<file path="config.mk">
export PLATFORM = sky130hd
export DESIGN_NAME = glb_tile
export DESIGN_NICKNAME = d
export VERILOG_FILES = /design/src/hw/glb_pkg.sv /design/src/hw/glb_cfg_pkg.sv /design/src/hw/glb_tile_cfg.sv /design/src/hw/glb_bank.sv /design/src/hw/glb_strm_dma.sv /design/src/hw/glb_tile.sv
export SDC_FILE = /design/constraint.sdc
export NUM_CORES = 2
export LEC_CHECK = 0
export BUFFER_PORTS_ARGS = -buffer_cell sky130_fd_sc_hd__buf_2
export CAP_MARGIN = 20
export CORE_MARGIN = 2
export CORE_UTILIZATION = 60
export DETAILED_ROUTE_END_ITERATION = 16
export HOLD_SLACK_MARGIN = 0.05
export PLACE_DENSITY = 0.76
export SKIP_LAST_GASP = 1
export SLEW_MARGIN = 20
export SYNTH_ARGS = -nofsm -noshare
export SYNTH_HDL_FRONTEND = slang
export SYNTH_SLANG_ARGS = --single-unit
</file>
<file path="constraint.sdc">
create_clock -name clk -period 6.4 [get_ports clk]
set_clock_uncertainty 0.15 [all_clocks]
set_input_delay 1.28 -clock clk [delete_from_list [all_inputs] [get_ports clk]]
set_output_delay 1.28 -clock clk [all_outputs]
set_load 0.005 [all_outputs]
</file>
<file path="src/hw/glb_pkg.sv">
// data-path sizes and processor packet types for the global buffer tile
// shared by the bank, the stream DMA, the tile top and the testbench
// a processor packet carries a kind plus a 24-bit payload; the payload
// is one word read either as a write or as a read request
package glb_pkg;

    // bank and stream word width
    localparam int DATA_WIDTH = 16;

    // 8 address bits, so 256 words in the single bank
    localparam int BANK_ADDR_WIDTH = 8;
    localparam int BANK_DEPTH = 1 << BANK_ADDR_WIDTH;

    localparam int PKT_KIND_WIDTH = 2;

    // packet kinds seen on the processor port
    typedef enum logic [PKT_KIND_WIDTH-1:0] {
        PKT_NONE = 2'd0,
        PKT_WR   = 2'd1,
        PKT_RDRQ = 2'd2
    } pkt_kind_t;

    // write payload, address then data
    typedef struct packed {
        logic [BANK_ADDR_WIDTH-1:0] addr;
        logic [DATA_WIDTH-1:0]      data;
    } wr_payload_t;

    // read request, address in the same place as a write
    typedef struct packed {
        logic [BANK_ADDR_WIDTH-1:0] addr;
        logic [DATA_WIDTH-1:0]      pad;
    } rdrq_payload_t;

    // same 24 bits, decoded by packet kind
    typedef union packed {
        wr_payload_t   wr;
        rdrq_payload_t rdrq;
    } pkt_payload_t;

    typedef struct packed {
        pkt_kind_t    kind;
        pkt_payload_t payload;
    } packet_t;

    // read response back to the processor
    typedef struct packed {
        logic                  valid;
        logic [DATA_WIDTH-1:0] data;
    } rd_packet_t;

endpackage

</file>
<file path="src/hw/glb_cfg_pkg.sv">
// configuration register map and stream DMA header for the tile
// used by the configuration register file, the stream DMA, the tile top
// and the testbench
package glb_cfg_pkg;

    localparam int CFG_ADDR_WIDTH = 2;
    localparam int CFG_DATA_WIDTH = 16;

    // register addresses, address 3 reads as zero
    localparam logic [CFG_ADDR_WIDTH-1:0] CFG_REG_MODE  = 2'd0;
    localparam logic [CFG_ADDR_WIDTH-1:0] CFG_REG_START = 2'd1;
    localparam logic [CFG_ADDR_WIDTH-1:0] CFG_REG_NUM   = 2'd2;

    // header field widths; num goes up to 256 words
    localparam int DMA_MODE_WIDTH  = 2;
    localparam int DMA_START_WIDTH = 8;
    localparam int DMA_NUM_WIDTH   = 9;

    typedef enum logic [DMA_MODE_WIDTH-1:0] {
        DMA_OFF   = 2'd0,
        DMA_STORE = 2'd1,
        DMA_LOAD  = 2'd2
    } dma_mode_t;

    typedef struct packed {
        dma_mode_t                  mode;
        logic [DMA_START_WIDTH-1:0] start_addr;
        logic [DMA_NUM_WIDTH-1:0]   num_words;
    } dma_header_t;

    typedef struct packed {
        logic                      wr_en;
        logic                      rd_en;
        logic [CFG_ADDR_WIDTH-1:0] addr;
        logic [CFG_DATA_WIDTH-1:0] wr_data;
    } cfg_req_t;

endpackage

</file>
<file path="src/hw/glb_tile_cfg.sv">
// configuration register file of the tile
// holds the one stream DMA header as mode, start and num registers
// writes land at the clock edge, reads come back one cycle later
// the decoded header drives the stream DMA at all times
`timescale 1ns/1ps

module glb_tile_cfg import glb_cfg_pkg::*; (
    input  logic                      clk,
    input  logic                      reset,
    input  cfg_req_t                  cfg_req,
    output logic [CFG_DATA_WIDTH-1:0] cfg_rd_data,
    output logic                      cfg_rd_valid,
    output dma_header_t               dma_header
);

    dma_mode_t                  mode_r;
    logic [DMA_START_WIDTH-1:0] start_r;
    logic [DMA_NUM_WIDTH-1:0]   num_r;

    // read-back mux, zero-extended to register width
    logic [CFG_DATA_WIDTH-1:0]  rd_mux;

    // register writes
    always_ff @(posedge clk or posedge reset) begin
        if (reset) begin
            mode_r  <= DMA_OFF;
            start_r <= '0;
            num_r   <= '0;
        end else if (cfg_req.wr_en) begin
            // upper write bits just drop off
            case (cfg_req.addr)
                CFG_REG_MODE: begin
                    mode_r <= dma_mode_t'(cfg_req.wr_data[DMA_MODE_WIDTH-1:0]);
                end
                CFG_REG_START: begin
                    start_r <= cfg_req.wr_data[DMA_START_WIDTH-1:0];
                end
                CFG_REG_NUM: begin
                    num_r <= cfg_req.wr_data[DMA_NUM_WIDTH-1:0];
                end
                default: begin
                    // address 3 has no register
                end
            endcase
        end
    end

    always_comb begin
        case (cfg_req.addr)
            CFG_REG_MODE:  rd_mux = CFG_DATA_WIDTH'(mode_r);
            CFG_REG_START: rd_mux = CFG_DATA_WIDTH'(start_r);
            CFG_REG_NUM:   rd_mux = CFG_DATA_WIDTH'(num_r);
            default:       rd_mux = '0;
        endcase
    end

    // read valid strobe, one cycle after the request
    always_ff @(posedge clk or posedge reset) begin
        if (reset) begin
            cfg_rd_valid <= 1'b0;
        end else begin
            cfg_rd_valid <= cfg_req.rd_en;
        end
    end

    // read data only moves on a read
    always_ff @(posedge clk) begin
        if (cfg_req.rd_en) begin
            cfg_rd_data <= rd_mux;
        end
    end

    // header as the DMA sees it
    assign dma_header.mode       = mode_r;
    assign dma_header.start_addr = start_r;
    assign dma_header.num_words  = num_r;

endmodule

</file>
<file path="src/hw/glb_bank.sv">
// single memory bank of the tile, 256 words of 16 bits
// processor side takes one packet per cycle, write or read request,
// and answers a read with a valid response one cycle later
// DMA side gets a plain write strobe and a read strobe on a shared address
// everything freezes while clk_en is low
`timescale 1ns/1ps

module glb_bank import glb_pkg::*; (
    input  logic                       clk,
    input  logic                       reset,
    input  logic                       clk_en,
    input  packet_t                    proc_packet,
    output rd_packet_t                 proc_rd_packet,
    input  logic                       dma_wr_en,
    input  logic                       dma_rd_en,
    input  logic [BANK_ADDR_WIDTH-1:0] dma_addr,
    input  logic [DATA_WIDTH-1:0]      dma_wr_data,
    output logic [DATA_WIDTH-1:0]      dma_rd_data
);

    logic [DATA_WIDTH-1:0]      mem [BANK_DEPTH];

    // decoded processor packet
    logic                       pkt_wr;
    logic                       pkt_rd;
    logic [BANK_ADDR_WIDTH-1:0] pkt_wr_addr;
    logic [BANK_ADDR_WIDTH-1:0] pkt_rd_addr;
    logic [DATA_WIDTH-1:0]      pkt_wr_data;

    // processor response registers
    logic                       rd_valid_q;
    logic [DATA_WIDTH-1:0]      rd_data_q;

    // kind picks how the payload union is read
    always_comb begin
        pkt_wr      = (proc_packet.kind == PKT_WR);
        pkt_rd      = (proc_packet.kind == PKT_RDRQ);
        pkt_wr_addr = proc_packet.payload.wr.addr;
        pkt_wr_data = proc_packet.payload.wr.data;
        pkt_rd_addr = proc_packet.payload.rdrq.addr;
    end

    // write port
    // DMA and processor never overlap, DMA first just in case
    always_ff @(posedge clk) begin
        if (clk_en) begin
            if (dma_wr_en) begin
                mem[dma_addr] <= dma_wr_data;
            end else if (pkt_wr) begin
                mem[pkt_wr_addr] <= pkt_wr_data;
            end
        end
    end

    // registered read data, both ports
    always_ff @(posedge clk) begin
        if (clk_en) begin
            if (pkt_rd) begin
                rd_data_q <= mem[pkt_rd_addr];
            end
            if (dma_rd_en) begin
                dma_rd_data <= mem[dma_addr];
            end
        end
    end

    always_ff @(posedge clk or posedge reset) begin
        if (reset) begin
            rd_valid_q <= 1'b0;
        end else if (clk_en) begin
            rd_valid_q <= pkt_rd;
        end
    end

    // held response stays hidden during stall so it is seen only once
    assign proc_rd_packet.valid = rd_valid_q & clk_en;
    assign proc_rd_packet.data  = rd_data_q;

endmodule

</file>
<file path="src/hw/glb_strm_dma.sv">
// stream DMA between the fabric streams and the bank
// store mode writes each f2g word to start + count,
// load mode reads start .. start + num - 1 and sends it out on g2f
// a registered start pulse kicks it off using the header mode;
// pulses while busy, or with mode off or num zero, are dropped
// done pulses go to the tile top, which turns them into interrupts
`timescale 1ns/1ps

module glb_strm_dma import glb_pkg::*, glb_cfg_pkg::*; (
    input  logic                       clk,
    input  logic                       reset,
    input  logic                       clk_en,
    input  logic                       start_pulse,
    input  dma_header_t                dma_header,
    input  logic [DATA_WIDTH-1:0]      stream_data_f2g,
    input  logic                       stream_valid_f2g,
    output logic [DATA_WIDTH-1:0]      stream_data_g2f,
    output logic                       stream_valid_g2f,
    output logic                       dma_wr_en,
    output logic                       dma_rd_en,
    output logic [BANK_ADDR_WIDTH-1:0] dma_addr,
    output logic [DATA_WIDTH-1:0]      dma_wr_data,
    input  logic [DATA_WIDTH-1:0]      dma_rd_data,
    output logic                       store_done_pulse,
    output logic                       load_done_pulse
);

    typedef enum logic [1:0] {
        ST_IDLE,
        ST_STORE,
        ST_LOAD
    } state_t;

    state_t                     state;

    // header copy taken at start
    logic [DMA_START_WIDTH-1:0] start_q;
    logic [DMA_NUM_WIDTH-1:0]   num_q;

    // words written, or reads issued
    logic [DMA_NUM_WIDTH-1:0]   cnt;

    logic                       start_ok;
    logic                       last;
    logic                       wr_fire;
    logic                       rd_fire;

    // one-cycle pipeline lining up with the bank read latency
    logic                       rd_vld_q;
    logic                       rd_last_q;

    // accept start only from idle, with a real mode and at least one word
    assign start_ok = clk_en && start_pulse && (state == ST_IDLE)
                      && (dma_header.num_words != '0)
                      && ((dma_header.mode == DMA_STORE) || (dma_header.mode == DMA_LOAD));

    assign last    = (cnt == num_q - DMA_NUM_WIDTH'(1));
    assign wr_fire = clk_en && (state == ST_STORE) && stream_valid_f2g;
    // load reads one address per enabled cycle
    assign rd_fire = clk_en && (state == ST_LOAD);

    always_ff @(posedge clk or posedge reset) begin
        if (reset) begin
            state <= ST_IDLE;
            cnt   <= '0;
        end else if (start_ok) begin
            state <= (dma_header.mode == DMA_STORE) ? ST_STORE : ST_LOAD;
            cnt   <= '0;
        end else if (wr_fire || rd_fire) begin
            cnt <= cnt + DMA_NUM_WIDTH'(1);
            if (last) begin
                state <= ST_IDLE;
            end
        end
    end

    always_ff @(posedge clk) begin
        if (start_ok) begin
            start_q <= dma_header.start_addr;
            num_q   <= dma_header.num_words;
        end
    end

    always_ff @(posedge clk or posedge reset) begin
        if (reset) begin
            rd_vld_q  <= 1'b0;
            rd_last_q <= 1'b0;
        end else if (clk_en) begin
            rd_vld_q  <= rd_fire;
            rd_last_q <= rd_fire && last;
        end
    end

    // bank side, address wraps past 255
    assign dma_wr_en   = wr_fire;
    assign dma_rd_en   = rd_fire;
    assign dma_addr    = start_q + cnt[BANK_ADDR_WIDTH-1:0];
    assign dma_wr_data = stream_data_f2g;

    // g2f word held during stall, shown once clk_en is back
    assign stream_data_g2f  = dma_rd_data;
    assign stream_valid_g2f = rd_vld_q && clk_en;

    // store done with the last write, load done with the last g2f word
    assign store_done_pulse = wr_fire && last;
    assign load_done_pulse  = rd_vld_q && rd_last_q && clk_en;

endmodule

</file>
<file path="src/hw/glb_tile.sv">
// global buffer tile reduced to one bank and one stream DMA
// processor packets go straight to the bank and config requests to the
// register file, while the DMA moves the f2g and g2f streams
// stall, start and the interrupts each pass through one register here
// so cgra_stall and the interrupts show up one cycle after their cause
`timescale 1ns/1ps

module glb_tile import glb_pkg::*, glb_cfg_pkg::*; (
    input  logic                      clk,
    input  logic                      reset,

    // stall in and its registered copy out to the fabric
    input  logic                      stall,
    output logic                      cgra_stall,

    // processor packet port
    input  packet_t                   proc_packet,
    output rd_packet_t                proc_rd_packet,

    // configuration
    input  cfg_req_t                  cfg_req,
    output logic [CFG_DATA_WIDTH-1:0] cfg_rd_data,
    output logic                      cfg_rd_valid,

    // stream DMA trigger and streams
    input  logic                      strm_start_pulse,
    input  logic [DATA_WIDTH-1:0]     stream_data_f2g,
    input  logic                      stream_valid_f2g,
    output logic [DATA_WIDTH-1:0]     stream_data_g2f,
    output logic                      stream_valid_g2f,

    // interrupts
    output logic                      strm_f2g_interrupt_pulse,
    output logic                      strm_g2f_interrupt_pulse
);

    // registered stall and start
    logic                       stall_d1;
    logic                       start_d1;
    logic                       clk_en;

    // done strobes from the DMA, one cycle before the interrupts
    logic                       store_done_pulse;
    logic                       load_done_pulse;

    // header from the register file to the DMA
    dma_header_t                dma_header;

    // DMA port of the bank
    logic                       dma_wr_en;
    logic                       dma_rd_en;
    logic [BANK_ADDR_WIDTH-1:0] dma_addr;
    logic [DATA_WIDTH-1:0]      dma_wr_data;
    logic [DATA_WIDTH-1:0]      dma_rd_data;

    always_ff @(posedge clk or posedge reset) begin
        if (reset) begin
            stall_d1                 <= 1'b0;
            start_d1                 <= 1'b0;
            strm_f2g_interrupt_pulse <= 1'b0;
            strm_g2f_interrupt_pulse <= 1'b0;
        end else begin
            stall_d1                 <= stall;
            start_d1                 <= strm_start_pulse;
            strm_f2g_interrupt_pulse <= store_done_pulse;
            strm_g2f_interrupt_pulse <= load_done_pulse;
        end
    end

    assign cgra_stall = stall_d1;
    // bank and DMA only advance while the fabric runs
    assign clk_en     = ~stall_d1;

    glb_tile_cfg u_cfg (
        .clk          (clk),
        .reset        (reset),
        .cfg_req      (cfg_req),
        .cfg_rd_data  (cfg_rd_data),
        .cfg_rd_valid (cfg_rd_valid),
        .dma_header   (dma_header)
    );

    glb_bank u_bank (
        .clk            (clk),
        .reset          (reset),
        .clk_en         (clk_en),
        .proc_packet    (proc_packet),
        .proc_rd_packet (proc_rd_packet),
        .dma_wr_en      (dma_wr_en),
        .dma_rd_en      (dma_rd_en),
        .dma_addr       (dma_addr),
        .dma_wr_data    (dma_wr_data),
        .dma_rd_data    (dma_rd_data)
    );

    glb_strm_dma u_dma (
        .clk              (clk),
        .reset            (reset),
        .clk_en           (clk_en),
        .start_pulse      (start_d1),
        .dma_header       (dma_header),
        .stream_data_f2g  (stream_data_f2g),
        .stream_valid_f2g (stream_valid_f2g),
        .stream_data_g2f  (stream_data_g2f),
        .stream_valid_g2f (stream_valid_g2f),
        .dma_wr_en        (dma_wr_en),
        .dma_rd_en        (dma_rd_en),
        .dma_addr         (dma_addr),
        .dma_wr_data      (dma_wr_data),
        .dma_rd_data      (dma_rd_data),
        .store_done_pulse (store_done_pulse),
        .load_done_pulse  (load_done_pulse)
    );

endmodule

</file>
== After elaboration in Yosys (flattened, before gate mapping) ==
Memories as Yosys holds them, arrays and structs flattened. A register that Yosys moved wholly into a read port is not among the register bits.
Cells that the tools add are included.

* Reduce and logical (&&, ||, !) cells: 26
* Bitwise gates (word level): 2
* Divide/modulo/power cells: 0
* Shift-type cells: 0
* Equal/unequal tests: 9
* Multiplexer cells: 17
* Magnitude comparators: 0
* Multipliers: 0
* $add $sub $neg: 3

{| class="wikitable"
|+ Operator list
! operator !! count
|-
| $pmux W9 S3 || 1
|-
| $mux W9 || 2
|-
| $mux W16 || 1
|-
| $reduce_or A16 Y1 || 1
|-
| $logic_and A1 B1 Y1 || 12
|-
| $reduce_and A2 Y1 || 6
|-
| $add A9 B1 Y9 const B || 1
|-
| $eq A9 B9 Y1 || 1
|-
| $reduce_bool A9 Y1 || 1
|-
| $sub A9 B1 Y9 const B || 1
|-
| $add A8 B8 Y8 || 1
|-
| $eq A2 B1 Y1 const B || 4
|-
| $eq A2 B2 Y1 const B || 4
|-
| $mux W1 || 8
|-
| $mux W2 || 4
|-
| $mux W8 || 1
|-
| $logic_not A2 Y1 || 2
|-
| $reduce_bool A2 Y1 || 2
|-
| $logic_or A1 B1 Y1 || 2
|-
| $and A1 B1 Y1 || 1
|-
| $not A1 Y1 || 1
|}

* Memories kept: 1
* Output and inout bits: 54
* Word-level logic and storage cells: 74
* RAM bits: 4096
* Bits in latches: 0
* Register bits after elaboration: 71
* Input port bits: 67
* Memory bits (read-only): 0

{| class="wikitable"
|+ Memories
! name !! depth !! width !! read ports !! clocked after Yosys merged registers in !! wr ports !! RTL line !! text
|-
| u_bank.mem || 256 || 16 || 2 || 2 || 1 || glb_bank.sv:21 || <nowiki>logic [DATA_WIDTH-1:0] mem [BANK_DEPTH];</nowiki>
|}

== Depth between registers and ports, before layout ==
* Depth in word-level cells: 8
* Gate-level depth with buffers: 12
* Mapped depth without buffers: 10

== Cells and area by module ==
A second synthesis with hierarchy kept.

* Cell total of the unflattened synthesis: 11011
* Area, all modules: 197303.0 um^2

{| class="wikitable"
|+ Modules (own cells, without submodules)
! module !! cells each !! area each (um^2) !! instances !! seq. area each (um^2)
|-
| glb_bank || 10720 || 193898.5 || 1 || 123983.9
|-
| glb_strm_dma || 210 || 2078.2 || 1 || 835.8
|-
| glb_tile_cfg || 75 || 1218.7 || 1 || 770.7
|-
| glb_tile || 6 || 107.6 || 1 || 100.1
|}

== Least setup slack after synthesis ==
No wires, ideal clock.

* Path kind: input to register
* Start point: input port stream_valid_f2g
* End point: memory u_bank.mem[0][10], data pin
* Arrival time: 5411 ps
* Setup slack: 17 ps
* Path buffers: 3
* Data required time: 5427 ps
* Stages on the path: 7
* Library setup time: 823 ps
* Path through: nand4bb_1 and3_1 clkbuf_1 buf_2 buf_1 nand2_1 nand2_1

* Longest elaborated chain between the ends: 6

{| class="wikitable"
|+ Ends and longest elaborated chain
! element !! RTL line !! text
|-
| from (decl) || glb_tile.sv:28 || <nowiki>input logic stream_valid_f2g,</nowiki>
|-
| $logic_and A1 B1 Y1 || glb_strm_dma.sv:58 || <nowiki>assign wr_fire = clk_en && (state == ST_STORE) && stream_valid_f2g;</nowiki>
|-
| $mux W1 || glb_bank.sv:47 || <nowiki>if (dma_wr_en) begin</nowiki>
|-
| $mux W1 || glb_bank.sv:46 || <nowiki>if (clk_en) begin</nowiki>
|-
| $mux W1 (not written as such) || glb_bank.sv:50 || <nowiki>mem[pkt_wr_addr] <= pkt_wr_data;</nowiki>
|-
| $reduce_or A16 Y1 (no line) || - ||
|-
| $mux W16 (no line) || - ||
|-
| to (decl) || glb_bank.sv:21 ||
|}

No other way between the ends.

== Worst setup path in the final report ==
* Start point: register u_dma.cnt[0]
* End point: register u_bank.dma_rd_data[8], read port of u_bank.mem, data pin

* Longest elaborated chain between the ends: 1

{| class="wikitable"
|+ Ends and longest elaborated chain
! element !! RTL line !! text
|-
| from (decl) || glb_strm_dma.sv:41 || <nowiki>logic [DMA_NUM_WIDTH-1:0] cnt;</nowiki>
|-
| from (signal assigned) || glb_strm_dma.sv:70 || <nowiki>cnt <= cnt + DMA_NUM_WIDTH'(1);</nowiki>
|-
| $add A8 B8 Y8 || glb_strm_dma.sv:97 || <nowiki>assign dma_addr = start_q + cnt[BANK_ADDR_WIDTH-1:0];</nowiki>
|-
| to (decl) || glb_bank.sv:18 || <nowiki>output logic [DATA_WIDTH-1:0] dma_rd_data</nowiki>
|}

No other way between the ends.
A chain may end at the register's enable or synchronous reset.

==> impl_results.md <==
* Max IR drop VDD at approximately 0.24 mV
* Worst-margin pin slew at 1.29 ns
* Hold buffers post-CTS at 0
* Vias at ~110k
* DRC at 0
* Total GRT Usage at 0.364
* Period utilization at 0.916
* FF+latch area at 0.126 mm2
* CP Data Required Time at 7.04 ns
* Rows at around 210
* Number of synthesized register bits at ~4,200
* Worst Setup Path Type: reg -> reg
* Starting Density at 0.603
* Fillers at around 20,000
* Final Util at 0.677
* Die X at between 500 and 600 um
* Critical Path Start Type: flop
* Area of the die at approximately 0.33 mm2
* Worst Setup SP: u_dma.cnt[0]
* Clk slew on worst S/H paths at ~0.060 ns
* P per Cell Area at ~260 mW/mm2
* First-pass DRT Iterations at 8
* Post CTS Setup Buffer Count at 0
* Worst-skew pair later-pin latency at roughly 1.1 ns
* Avg WL per Cell at slightly above 40 um
* Hold Crit Class: in -> reg
* H-tree lvl count at 5
* Register area share after synthesis at 0.644
* Cts repair resizes at 0
* Crit. End Element: flop
* Final Max Tran Viols at 0
* Synth top area cells: edfxtp_1, mux4_2, nand2_1
* Area of the core at about 0.32 mm2
* Setup repair after global routing missed its margin: false
* Synth top area share at 0.639
* Post-synth EDFFs at 4,154
* Fmax at roughly 170 MHz
* Outcome: finished clean
* # nets final at 10,100
* Synth warn at 0
* Asr flop ratio synth at 0.00906
* Clock buffer count from CTS at between 400 and 500
* Syn_area_per_cell at about 20 um2
* Die H at between 500 and 600 um
* Routed WL at about 600,000 um
* DP Area at about 0.2 mm2
* Area Overhead vs Synth at 12.3%
* Arrival time at the worst endpoint at about 6.5 ns
* CTS tree: yes
* Share of cells above drive strength 1 at 0.395
* Detail Route Antenna Nets at 0
* IO buf count at about 110
* Max_cap viols at 0
* CTS Buffer Depth at 4
* Syn Inst Count at 9,612
* Num ports at 121
* CP Max Fanout at 26
* Fin area at roughly 0.22 mm2
* Total congestion overflow at 0
* Multi-input combinational cell area at slightly below 0.07 mm2
* HPWL Detailed at 358,000 um
* Min Clock Period, post-route at 5.86 ns
* Global-route wire length before repair at 841,000 um
* Final setup violation count at 0
* Vias per cell at roughly 7.7
* Pleak at 0.0695 uW
* Slew headroom at 0.142
* Top FF cell, synth: edfxtp_1
* Worst hold start: stall
* Initial antenna violation count at 33
* Largest net degree at the start of global routing at between 150 and 200
* # clock sinks at between 4,000 and 5,000
* Final Hold Violating Endpoints at 0
* Final Wtd Congestion at roughly 0.95
* Total negative slack at 0 ns
* Post-synthesis cell type count at slightly above 60
* Synthesized area at between 0.15 and 0.2 mm2
* Initial detailed-routing violation count at between 15,000 and 20,000
* Worst r2r src: u_dma.cnt[0]
* Clk root buf: clkbuf_16
* Leading area contributor after synthesis: edfxtp_1
* Vias in the first global route at around 110k
[report_power, final]
| part | leakage (uW) | internal (uW) | total, uW | switching (uW) |
|---|---|---|---|---|
| combinational | 0.0251 | 1090 | 3110 | 2020 |
| sequential | 0.0379 | 30400 | 30500 | 37.3 |
| clock | 0.00652 | 13800 | 24400 | 10600 |
[worst paths after layout]
| check | end | slack (ns) | cells past startpoint |
|---|---|---|---|
| worst min register to register | u_dma.rd_vld_q | 0.33 | 2 |
| worst max register to register | u_bank.dma_rd_data[8] | 0.54 | 13 |
| max in group asynchronous | u_cfg.start_r[3] | 5.43 | 3 |
| worst max-delay path | u_bank.dma_rd_data[8] | 0.54 | 13 |
| min in group asynchronous | u_cfg.num_r[7] | 0.30 | 3 |
| worst min-delay path | cgra_stall | 0.26 | 1 |
[placed cells by master (no fill, tap or decap), types with 38 or more instances in the layout]
cell type     n
nor4_2      122
nor3_2       92
buf_12      110
a31oi_1     131
nand3_1      68
dfrtp_1      38
mux2_2      114
edfxtp_1   4154
mux4_2     2304
clkbuf_16   430
buf_4       553
bufinv_16    38
a32oi_1      60
mux2i_1     257
clkinv_1    101
clkinv_2     70
buf_2       102
and3_1      132
a221oi_1     49
nor2_1       42
nor2_2       42
o22ai_1      65
nand2_1     859
clkbuf_1     87
[cells by family after synthesis]
logic type / share of synthesized area
adders and majority gates: 0.000744
DFF: 0.644
and+or+nand+nor: 0.0336
other: 0.0000192
muxes: 0.286
xor gates and xnor gates: 0.00134
buffers and inverters: 0.0187
AOI/OAI and AO/OA: 0.0154
[worst max-delay path, cell delays in order, from the launching register on]
cell and delay, ns:
dfrtp_1 0.48, ha_4 0.22, fa_4 1.36, buf_12 0.27
buf_12 0.24, buf_4 0.30, mux4_2 0.33, mux2i_1 0.16
mux2_2 0.22, o22ai_1 0.22, a221oi_1 0.65, buf_4 0.23
o22ai_1 0.32, a211o_1 0.38
[synthesized netlist by cell type (all sizes together), types with 17 or more instances]
cell    count
mux4     2304
dfrtp      38
a32oi      60
nand2     890
nor3       99
a221oi     49
nor2       87
mux2      114
mux2i     258
o22ai      65
clkbuf    357
nand3      69
buf       453
and3      132
a31oi     134
nor4      127
edfxtp   4154
a21oi      17
[state kept, by name (all words and copies together) (netlist names), 2 cells and up]
| signal | cells |
|---|---|
| u_bank.dma_rd_data | 16 |
| u_bank.mem | 4096 |
| u_bank.rd_data_q | 16 |
| u_cfg.cfg_rd_data | 9 |
| u_cfg.mode_r | 2 |
| u_cfg.num_r | 9 |
| u_cfg.start_r | 8 |
| u_dma.cnt | 9 |
| u_dma.num_q | 9 |
| u_dma.start_q | 8 |
| u_dma.state | 2 |
[layer usage]
| layer | global-route usage | vias to the layer above | wire length [um] |
|---|---|---|---|
| met2 | 0.550 | 9434 | 278000 |
| li1 | - | 42400 | - |
| met3 | 0.113 | 1927 | 82200 |
| met5 | 0.00445 | - | 263 |
| met4 | 0.236 | 26 | 48000 |
| met1 | 0.461 | 59200 | 190000 |
[cell type report]
class,count,share of cell area
Multi-Input combinational cell,4600,0.308
Timing Repair Buffer,768,0.0315
Tap cell,4325,0.0247
Antenna cell,21,0.000240
Clock buffer,518,0.0507
Inverter,16,0.000343
Sequential cell,4192,0.574
Clock inverter,245,0.0105
[per-stage QoR]
stage          hold WS [ns]  setup WS (ns)  cells  total power (uW)
6_report              0.264          0.537  14700             58000
5_1_grt               0.255          0.632  14700             59200
4_1_cts               0.216          0.826  14700             58000
3_5_place_dp          0.309          0.778  13900             34100
3_3_place_gp          0.310          0.841  13900             34000
2_1_floorplan         0.291         0.0169   9618             32900
(Power assumes the default switching activity.)
